<file path="src/source/xbus_cfg.svh">
`ifndef XBUS_CFG_SVH
`define XBUS_CFG_SVH

// Xbus word address and data widths
`define XBUS_ADDR_BITS 22
`define XBUS_DATA_BITS 32

// small RAM so the top word is easy to reach
`define XBUS_RAM_BITS 10
`define XBUS_RAM_SIZE (1 << `XBUS_RAM_BITS)

// first address past the memory window
`define XBUS_WINDOW_LIMIT 22'o11000000

// wait cycles in front of every RAM access
`define XBUS_RAM_WAIT 1

`endif

</file>
<file path="src/source/xbus_pkg.sv">
`include "xbus_cfg.svh"

package xbus_pkg;

   typedef logic [`XBUS_ADDR_BITS-1:0] xbus_addr_t;
   typedef logic [`XBUS_DATA_BITS-1:0] xbus_word_t;

   // request as held in the decode stage
   typedef struct packed {
      xbus_addr_t addr;
      logic       write;
      xbus_word_t data;
      logic       in_window;
   } xbus_req_t;

   // response as held in the return stage
   typedef struct packed {
      logic       write;
      xbus_word_t data;
   } xbus_rsp_t;

endpackage

</file>
<file path="src/source/xbus_slice.sv">
`timescale 1ns/1ns

module xbus_slice #(
   parameter type payload_t = logic
) (
   input  logic     clk,
   input  logic     reset,
   input  logic     in_valid,
   output logic     in_ready,
   input  payload_t in_payload,
   output logic     out_valid,
   input  logic     out_ready,
   output payload_t out_payload
);

   logic     full;
   payload_t held;

   // take a new item when empty or when the held one leaves now
   assign in_ready    = !full || out_ready;
   assign out_valid   = full;
   assign out_payload = held;

   always_ff @(posedge clk)
   begin
      if (reset)
         full <= 1'b0;
      else if (in_ready)
         full <= in_valid;
   end

   always_ff @(posedge clk)
   begin
      if (in_valid && in_ready)
         held <= in_payload;
   end

endmodule

</file>
<file path="src/source/xbus_decode.sv">
`timescale 1ns/1ns

`include "xbus_cfg.svh"

module xbus_decode (
   input  logic                clk,
   input  logic                reset,
   input  logic                req_valid,
   output logic                req_ready,
   input  xbus_pkg::xbus_addr_t req_addr,
   input  logic                req_write,
   input  xbus_pkg::xbus_word_t req_data,
   output logic                dec_valid,
   input  logic                dec_ready,
   output xbus_pkg::xbus_addr_t dec_addr,
   output logic                dec_write,
   output xbus_pkg::xbus_word_t dec_data,
   output logic                dec_in_window
);

   xbus_pkg::xbus_req_t req_in;
   xbus_pkg::xbus_req_t req_out;

   // memory window covers everything below the limit
   assign req_in.addr      = req_addr;
   assign req_in.write     = req_write;
   assign req_in.data      = req_data;
   assign req_in.in_window = (req_addr < `XBUS_WINDOW_LIMIT);

   xbus_slice #(
      .payload_t (xbus_pkg::xbus_req_t)
   ) req_slice (
      .clk         (clk),
      .reset       (reset),
      .in_valid    (req_valid),
      .in_ready    (req_ready),
      .in_payload  (req_in),
      .out_valid   (dec_valid),
      .out_ready   (dec_ready),
      .out_payload (req_out)
   );

   assign dec_addr      = req_out.addr;
   assign dec_write     = req_out.write;
   assign dec_data      = req_out.data;
   assign dec_in_window = req_out.in_window;

endmodule

</file>
<file path="config.mk">
export PLATFORM = sky130hd
export DESIGN_NAME = xbus_decode
export DESIGN_NICKNAME = d
export VERILOG_FILES = /design/src/source/xbus_pkg.sv /design/src/source/xbus_slice.sv /design/src/source/xbus_decode.sv
export VERILOG_INCLUDE_DIRS = /design/src /design/src/source
export SDC_FILE = /design/constraint.sdc
export NUM_CORES = 1
export LEC_CHECK = 0
export BUFFER_PORTS_ARGS = -buffer_cell sky130_fd_sc_hd__clkbuf_2
export CORE_ASPECT_RATIO = 0.6
export CORE_MARGIN = 8
export CORE_UTILIZATION = 40
export DETAILED_ROUTE_END_ITERATION = 12
export PLACE_DENSITY = 0.87
export SYNTH_ARGS = -nofsm -noshare
export SYNTH_HDL_FRONTEND = slang
export SYNTH_SLANG_ARGS = --single-unit
</file>
<file path="constraint.sdc">
create_clock -name clk -period 2 [get_ports clk]
set_clock_uncertainty 0.2 [all_clocks]
set_input_delay 0.5 -clock clk [delete_from_list [all_inputs] [get_ports clk]]
set_output_delay 0.5 -clock clk [all_outputs]
set_load 0.01 [all_outputs]
</file>
==> metrics.csv <==
stage,metric,value,unit
clock_tree,tritoncts,built,
synth,syn-cell-area,0.00174,mm²
setup_path,arrival,0.90,ns
sta,period_share,0.798,
routing,drt_pre_antenna_iters,4,
floorplanning,pin_count,117,
placement,place_hpwl,3360,µm
placement,gp_congestion,0.676,
synth,netlist_top_cells_area,"edfxtp_1 96%, dfxtp_1 1.1%, nand2b_4 0.79%",
pwr,ir_drop,0.952,mV
clock_tree,cts_hold_buf,0,
routing,drc,0,
synth,synth_top_cell_area_share,0.964,
global_route,grt_overflow,0,
sta,tightest_slew,0.184,ns
placement,post-place-ws,0.408,ns
clock_tree,cts-root-buf,clkbuf_8,
global_route,grt_pass1_vias,1185,
final_layout,final_nets,250,
synth,synth.largest_area_cell,edfxtp_1,
routing,ant_nets,0,
routing,vias,1089,
final_layout,layout-drive-gt1-share,0.689,
setup_path,critPathSlowestCell,dfxtp_1,
setup_path,cp_slowest_stage_delay,0.37,ns
clock_tree,clk_latency,0.32,ns
routing,wirelength,4230,µm
synth,syn_area_per_cell,28.1,µm²
setup_path,critical_path.endpoint_type,primary output,
synth,synth-seq-cells,57,
hold_path,hp-class,primary input to flop,
clock_tree,cts.repair.resized,0,
global_route,grt_start_max_net_pins,31,
setup_path,timing_worst_setup_path_type,flop to primary output,
floorplanning,start_util,0.421,
floorplanning,coreArea,0.00414,mm²
routing,drt_iter0_markers,31,
run_status,outcome,"complete, no violations",
final_layout,fin_area,0.00265,mm²
placement,dpl_cell_area,0.00244,mm²
global_route,antenna_found_initial,0,
final_layout,final.fill_count,319,
sta,fin_ws,0.405,ns
sta,maxSlewHeadroom,0.876,
setup_path,required,1.30,ns
clock_tree,clockBufferDepth,2,
routing,routedWlPerCell,16.5,µm
clock_tree,cts_sinks,57,
setup_path,worstPathMaxFanout,3,
final_layout,diodes,0,
global_route,grt_pass1_wl,6090,µm
setup_path,crit_chain,nand2b_4 > clkbuf_2,
pwr,powerDensity,1040,mW/mm²
floorplanning,die_area,0.00680,mm²
sta,hold_viol,0,
final_layout,area_growth,51.9,%
sta,drv_slew,0,
synth,syn_inst,62,
sta,setup_viol,0,
sta,fmax,627,MHz
clock_tree,cts_max_level,3,
sta,tns,0,ns
sta,min_period,1.60,ns
global_route,track_usage,0.130,
floorplanning,die_w,101,µm
synth,synth_warnings,0,
job,maxCapViolations,0,
pwr,power.leakage,0.00118,µW
clock_tree,path_clk_slew,0.06,ns
clock_tree,post-cts-setup-buffers,0,
synth,synth_cell_types,7,
floorplanning,fp.dieH,67.2,µm
routing,via_per_inst,4.25,
setup_path,cp-start-kind,flop,
synth,syn_nets,121,
placement,placement.io_buffers,116,
floorplanning,num_rows,18,
synth,ys_seq_area_frac,0.976,
sta,rsz0062_at_grt,no,
clock_tree,cts_buffers,9,
power by group:
group	leakage, µW	internal (µW)	switching, µW
registers	0.000550	1400	17.6
logic	0.000521	96.3	110
clock network	0.000108	694	434
worst max-delay path, delay by kind of cell, from the launching register on:
family	cells	cell delay [ns]
DFF	1	0.37
buffers and inverters	1	0.13
and+or+nand+nor	1	0.07
cell type report:
type	count	area, µm²	share of cell area
sequential	57	1700	0.642
clock buffer	10	128	0.0482
tap	60	75.1	0.0283
timing repair buffer	118	621	0.234
clock inverter	6	82.6	0.0312
multi-input combinational	4	38.8	0.0146
inverter	1	3.75	0.00142
layer usage:
layer	global-route usage	part of all wire	vias up
met2	0.195	0.44	87
met3	0.122	0.19	6
met4	0.0552	0.0095	0
li1	-	-	507
met5	0	0	-
met1	0.121	0.36	489
layout by cell type, fill, tap and decap left out, drive strengths merged:
cell    netlist  routed
a21oi         1       1
and2          1       1
buf           0       2
bufinv        0       2
clkbuf        0     126
clkinv        0       4
dfxtp         1       1
edfxtp       56      56
inv           1       1
nand2b        1       1
o31ai         1       1
cells in the mapped netlist:
| cell | count |
|---|---|
| dfxtp_1 | 1 |
| nand2b_4 | 1 |
| edfxtp_1 | 56 |
| a21oi_2 | 1 |
| inv_1 | 1 |
| and2_4 | 1 |
| o31ai_1 | 1 |
cell families after synthesis:
family,share of synthesized area
buf+inv,0.00215
flops,0.976
simple gates,0.0129
compound gates,0.00933
final timing paths:
path                                    start  cells past startpoint                                   to  slack (ns)
max          req_slice.out_valid$_SDFFE_PP0P_                      2                            req_ready        0.40
min                                     reset                      2     req_slice.out_valid$_SDFFE_PP0P_        0.13
max reg2reg  req_slice.out_valid$_SDFFE_PP0P_                      3  req_slice.out_payload[16]$_DFFE_PP_        0.71
min reg2reg  req_slice.out_valid$_SDFFE_PP0P_                      2     req_slice.out_valid$_SDFFE_PP0P_        0.31
state kept, by name (all words and copies together) (netlist names):
register	flops
req_slice.out_payload	56
req_slice.out_valid	1
stage by stage:
step            util  instances  power (µW)  hold WS (ns)
6_report       0.639        256        2750         0.128
5_1_grt        0.639        256        2850         0.107
4_1_cts        0.639        256        2780         0.106
3_5_place_dp   0.589        240        1650         0.302
3_3_place_gp   0.589        240        1640         0.289
2_1_floorplan      -         62        1500         0.340
Note: power is estimated with default switching activity, not from simulation.
