**src/source/xbus_cfg.svh**
```systemverilog
`ifndef XBUS_CFG_SVH
`define XBUS_CFG_SVH

// Xbus word address and data widths
`define XBUS_ADDR_BITS 22
`define XBUS_DATA_BITS 32

// small RAM so the top word is easy to reach
`define XBUS_RAM_BITS 10
`define XBUS_RAM_SIZE (1 << `XBUS_RAM_BITS)

// first address past the memory window
`define XBUS_WINDOW_LIMIT 22'o11000000

// wait cycles in front of every RAM access
`define XBUS_RAM_WAIT 1

`endif

```
**src/source/xbus_pkg.sv**
```systemverilog
`include "xbus_cfg.svh"

package xbus_pkg;

   typedef logic [`XBUS_ADDR_BITS-1:0] xbus_addr_t;
   typedef logic [`XBUS_DATA_BITS-1:0] xbus_word_t;

   // request as held in the decode stage
   typedef struct packed {
      xbus_addr_t addr;
      logic       write;
      xbus_word_t data;
      logic       in_window;
   } xbus_req_t;

   // response as held in the return stage
   typedef struct packed {
      logic       write;
      xbus_word_t data;
   } xbus_rsp_t;

endpackage

```
**src/source/xbus_slice.sv**
```systemverilog
`timescale 1ns/1ns

module xbus_slice #(
   parameter type payload_t = logic
) (
   input  logic     clk,
   input  logic     reset,
   input  logic     in_valid,
   output logic     in_ready,
   input  payload_t in_payload,
   output logic     out_valid,
   input  logic     out_ready,
   output payload_t out_payload
);

   logic     full;
   payload_t held;

   // take a new item when empty or when the held one leaves now
   assign in_ready    = !full || out_ready;
   assign out_valid   = full;
   assign out_payload = held;

   always_ff @(posedge clk)
   begin
      if (reset)
         full <= 1'b0;
      else if (in_ready)
         full <= in_valid;
   end

   always_ff @(posedge clk)
   begin
      if (in_valid && in_ready)
         held <= in_payload;
   end

endmodule

```
**src/source/xbus_return.sv**
```systemverilog
`timescale 1ns/1ns

module xbus_return (
   input  logic                clk,
   input  logic                reset,
   input  logic                mem_valid,
   output logic                mem_ready,
   input  logic                mem_write,
   input  xbus_pkg::xbus_word_t mem_data,
   input  logic                mem_backed,
   output logic                rsp_valid,
   input  logic                rsp_ready,
   output logic                rsp_write,
   output xbus_pkg::xbus_word_t rsp_data
);

   xbus_pkg::xbus_rsp_t rsp_in;
   xbus_pkg::xbus_rsp_t rsp_out;

   assign rsp_in.write = mem_write;

   // writes carry no data, unbacked reads float high
   always_comb
   begin
      if (mem_write)
         rsp_in.data = '0;
      else if (mem_backed)
         rsp_in.data = mem_data;
      else
         rsp_in.data = '1;
   end

   xbus_slice #(
      .payload_t (xbus_pkg::xbus_rsp_t)
   ) rsp_slice (
      .clk         (clk),
      .reset       (reset),
      .in_valid    (mem_valid),
      .in_ready    (mem_ready),
      .in_payload  (rsp_in),
      .out_valid   (rsp_valid),
      .out_ready   (rsp_ready),
      .out_payload (rsp_out)
   );

   assign rsp_write = rsp_out.write;
   assign rsp_data  = rsp_out.data;

endmodule

```
**config.mk**
```make
export PLATFORM = sky130hd
export DESIGN_NAME = xbus_return
export DESIGN_NICKNAME = d
export VERILOG_FILES = /design/src/source/xbus_pkg.sv /design/src/source/xbus_slice.sv /design/src/source/xbus_return.sv
export VERILOG_INCLUDE_DIRS = /design/src /design/src/source
export SDC_FILE = /design/constraint.sdc
export NUM_CORES = 1
export LEC_CHECK = 0
export BUFFER_PORTS_ARGS = -buffer_cell sky130_fd_sc_hd__buf_2
export CELL_PAD_IN_SITES_DETAIL_PLACEMENT = 1
export CELL_PAD_IN_SITES_GLOBAL_PLACEMENT = 2
export CORE_ASPECT_RATIO = 1.2
export CORE_UTILIZATION = 26
export CTS_CLUSTER_SIZE = 16
export DETAILED_ROUTE_END_ITERATION = 16
export GPL_TIMING_DRIVEN = 1
export PLACE_DENSITY_LB_ADDON = 0.25
export SYNTH_ARGS = -nofsm -noshare
export SYNTH_HDL_FRONTEND = slang
export SYNTH_SLANG_ARGS = --single-unit
export TNS_END_PERCENT = 5
```
**constraint.sdc**
```tcl
create_clock -name clk -period 1.9 [get_ports clk]
set_input_delay 0.285 -clock clk [delete_from_list [all_inputs] [get_ports clk]]
set_output_delay 0.285 -clock clk [all_outputs]
set_load 0.01 [all_outputs]
```
==> impl.org <==
** Final layout
- Layout overhead on the synthesized area :: 35.8%
- Share of layout cells above drive strength 1 :: 0.432
- The number of antenna diodes in the final layout is 0.
- The final layout contains 220 nets.
- Summing all non-filler instances in the final layout gives an area of 0.00185 mm^2.
- Post-route non-filler standard cell count :: ~240

** Timing
- The number of max-slew violations in the final report is 0.
- Transition time at the pin with the least slew margin :: 0.570 ns
- Fmax achieved :: 888 MHz
- Number of setup violations in the final report :: 0
- Worst max-slew margin expressed relative to the limit :: 0.620
- The final-report hold violation count is 0.
- The worst path needs 1.13 ns of the cycle, external delays included.
- Between clock sinks in the finished design, the worst skew comes to 0.00423 ns.
- Setup total negative slack on the finished layout was measured at 0 ns.
- Share of the clock period used by the worst path :: 0.593
- Unrepaired setup endpoints after global routing :: no

** Pwr
- Static power due to leakage :: 0.908 nW
- The share of total power dissipated in sequential elements is 0.565.
- Relative contribution of the clock network to total power :: 0.315
- Power per unit of standard cell area :: about 860 mW/mm^2
- Portion of total power attributed to combinational logic :: 0.121
- Across the VDD grid, the largest voltage drop is 0.474 mV.
- Cell internal power dissipation :: 0.00122 W
- Of the total power, the share spent switching nets is 0.234.
- The analysis attributes to net switching a power of between 0.0003 and 0.0004 W.

** GRT
- In the global route stage, met2 resource usage came out at 0.190.
- Wire length of the first global-routing pass :: approximately 4400 um
- The number of global-route vias before repair came to 1002.
- For met1 alone, demand over resource in global routing was 0.129.
- Routing usage on met3 :: 0.0393
- For this run, the total global-route usage over all layers was measured as 0.112.
- Antenna violations before repair :: 0
- Largest net degree at the start of global routing :: 34
- The global routing stage identified its most utilized layer as met2.
- Grt total ovfl :: 0

** CTS
- TritonCTS created 5 clock buffers.
- Clock latency on the worst-skew pair, taken at its later pin, is 0.28 ns.
- The clock drives 34 sinks.
- Clk pin slew, worst setup/hold paths :: roughly 0.070 ns
- The H-tree generated during clock tree synthesis spans 2 levels.
- CTS placed an instance of sky130_fd_sc_hd__clkbuf_8 at the clock tree root.
- The clock passes through at most 2 buffers.
- Post-CTS setup buffers :: 0
- For this design, the CTS-stage hold fixing added 0 buffers.
- Cts repair resizes :: 0
- TritonCTS built the clock tree.

** Placement
- # port buffers :: about 70
- RePlAce Congestion :: 0.598
- Detailed Place HPWL :: 2060 um
- Post-place instance area :: 0.00177 mm^2
- Placed instance count :: 235

** Worst setup path
- Critical Path Fanout Max :: 33
- At the worst endpoint, the arrival time is 1.10 ns.
- STA classifies the critical path startpoint as a register.
- The worst setup path is captured at a register.
- The worst register-to-register path begins at rsp_slice.out_valid$_SDFFE_PP0P_.
- Crit path required time :: approximately 1.9 ns
- Length in cells of the worst reg-to-reg path :: 3
- The critical path in this run is classified as register to register.
- Register-to-Register Setup Slack :: 0.77 ns
- The endpoint identified for the worst register-to-register timing path is rsp_slice.out_payload[0]$_SDFFCE_PP0P_.

** Min path
- HP Class :: primary input to register
- Beginning of the worst hold path :: reset
- Number of stages on the worst hold path :: 2
- Worst Hold Path EP :: rsp_slice.out_valid$_SDFFE_PP0P_

** Drt
- Number of violations reported at the end of detailed-routing iteration 0 :: 46
- In the final routed layout, each cell accounts on average for 12.3 um.
- Vias per Instance :: 4.17
- Vias post-DR :: 1013
- The count of nets left with antenna violations once routing finished came out at 0.
- Number of detailed-route iterations in the first pass :: 2
- After detailed routing, the total wire length is 2990 um.
- Total DRC errors in the routed layout :: 0

** Yosys
- Netlist area before placement :: 0.00136 mm^2
- The Yosys step of the flow raised 0 warnings.
- Among all flip-flop cells after synthesis, the most frequent one is sky130_fd_sc_hd__edfxtp_1.
- Most area-consuming cells after synthesis :: sky130_fd_sc_hd__edfxtp_1 (73%), sky130_fd_sc_hd__a21oi_1 (12%), sky130_fd_sc_hd__inv_1 (9.1%), sky130_fd_sc_hd__buf_6 (2.5%), sky130_fd_sc_hd__dfxtp_1 (1.5%)
- For this run, asynchronously set or reset flops after synthesis account for 0.
- The share of synthesized area in the top cell type comes to 0.728.
- The synthesized netlist contains 8 unique library cells.
- The synthesized design spends more area on one cell type than any other, namely sky130_fd_sc_hd__edfxtp_1.
- Cells after synthesis :: about 110
- The number of nets handed over by synthesis was 146.
- Averaged over all synthesized cells, the footprint is 12.6 um^2.
- List of most frequent post-synthesis cells :: sky130_fd_sc_hd__a21oi_1 (33), sky130_fd_sc_hd__edfxtp_1 (33), sky130_fd_sc_hd__inv_1 (33), sky130_fd_sc_hd__buf_2 (3), sky130_fd_sc_hd__buf_6 (3)
- Counting flops and latches in the post-synthesis netlist gives 34.
- Yosys mapped a number of flops with a built-in enable equal to 33.
- Register area share after synthesis :: 0.743

** Floorplanning
- Starting Density :: 0.274
- Chip height :: 81.3 um
- The floorplan has 28 rows.
- # IOs :: 73
- From left edge to right edge, the die measures 68.1 um.
- After floorplanning, the core was sized to cover a little under 0.005 mm^2.
- Full die area :: 0.00553 mm^2

** Job
- Total of max-cap violations :: 0

** Run status
- The flow ran to the end, and the final reports show no timing, DRC or antenna violations.
## worst max-delay path: stages (launching register included)
cell                       delay, ns
sky130_fd_sc_hd__dfxtp_1        0.31
sky130_fd_sc_hd__nand2b_1       0.10
sky130_fd_sc_hd__and2_1         0.18
sky130_fd_sc_hd__buf_12         0.22
## metal layers
layer	vias up	share of wire
li1	498	-
met3	5	0.069
met4	0	0.013
met2	42	0.52
met5	-	0
met1	468	0.40
## power by group through the flow
| stage | Clock (W) | Sequential [W] | Combinational (W) |
|---|---|---|---|
| after floorplan | 0 | 0.000941 | 0.0000676 |
| after CTS | 0.000520 | 0.000899 | 0.000197 |
| after detailed placement | 0 | 0.000914 | 0.000196 |
| final | 0.000500 | 0.000897 | 0.000192 |
| after global placement | 0 | 0.000912 | 0.000191 |
| after global routing | 0.000550 | 0.000901 | 0.000215 |
## per-stage QoR
step	total power (W)	setup slack, ns	util	hold WS, ns
2_1_floorplan	0.00101	0.177	-	0.354
3_5_place_dp	0.00111	0.682	0.355	0.443
4_1_cts	0.00162	0.768	0.372	0.143
5_1_grt	0.00167	0.723	0.372	0.157
6_report	0.00159	0.773	0.372	0.156
3_3_place_gp	0.00110	0.721	0.355	0.441
## layout by cell type (no fill, tap or decap)
master                      n
sky130_fd_sc_hd__edfxtp_1  33
sky130_fd_sc_hd__clkbuf_1   1
sky130_fd_sc_hd__clkinv_2   1
sky130_fd_sc_hd__dfxtp_1    1
sky130_fd_sc_hd__buf_12     1
sky130_fd_sc_hd__buf_2     72
sky130_fd_sc_hd__inv_1     33
sky130_fd_sc_hd__nand2b_1   1
sky130_fd_sc_hd__clkinv_1   1
sky130_fd_sc_hd__and2_1     1
sky130_fd_sc_hd__clkbuf_8   5
sky130_fd_sc_hd__a21oi_1   33
## cell type report
| class | instances | area [um^2] |
|---|---|---|
| inverters | 33 | 124 |
| flip-flops and latches | 34 | 1010 |
| multi-input cells | 35 | 178 |
| clock buffers | 6 | 72.6 |
| clock inverters | 2 | 8.76 |
| fillers | 583 | 3130 |
| repair buffers | 73 | 380 |
| well taps | 60 | 75.1 |
## state kept, by name, summed over array words and instances, names as in the netlist
signal,flops
rsp_slice.out_payload,33
rsp_slice.out_valid,1
## cells by family (layout without fill, tap and decap cells)
family	count (synthesis)	after routing	synth area share
AOI/OAI and AO/OA	33	33	0.121
buffers and inverters	39	114	0.127
DFF	34	34	0.743
and+or+nand+nor	2	2	0.00920
## worst max-delay path by stage
| stage | cells past startpoint | end | startpoint |
|---|---|---|---|
| 6_report | 3 | rsp_slice.out_payload[0]$_SDFFCE_PP0P_ | rsp_slice.out_valid$_SDFFE_PP0P_ |
| 5_1_grt | 3 | rsp_slice.out_payload[29]$_SDFFCE_PP0P_ | rsp_slice.out_valid$_SDFFE_PP0P_ |
| 4_1_cts | 1 | rsp_data[27] | rsp_slice.out_payload[27]$_SDFFCE_PP0P_ |
| 3_5_place_dp | 4 | rsp_slice.out_payload[11]$_SDFFCE_PP0P_ | rsp_ready |
| 3_3_place_gp | 4 | rsp_slice.out_payload[29]$_SDFFCE_PP0P_ | rsp_ready |
| 2_1_floorplan | 2 | rsp_slice.out_payload[0]$_SDFFCE_PP0P_ | rsp_slice.out_valid$_SDFFE_PP0P_ |
Power figures use the tool's default switching activity.
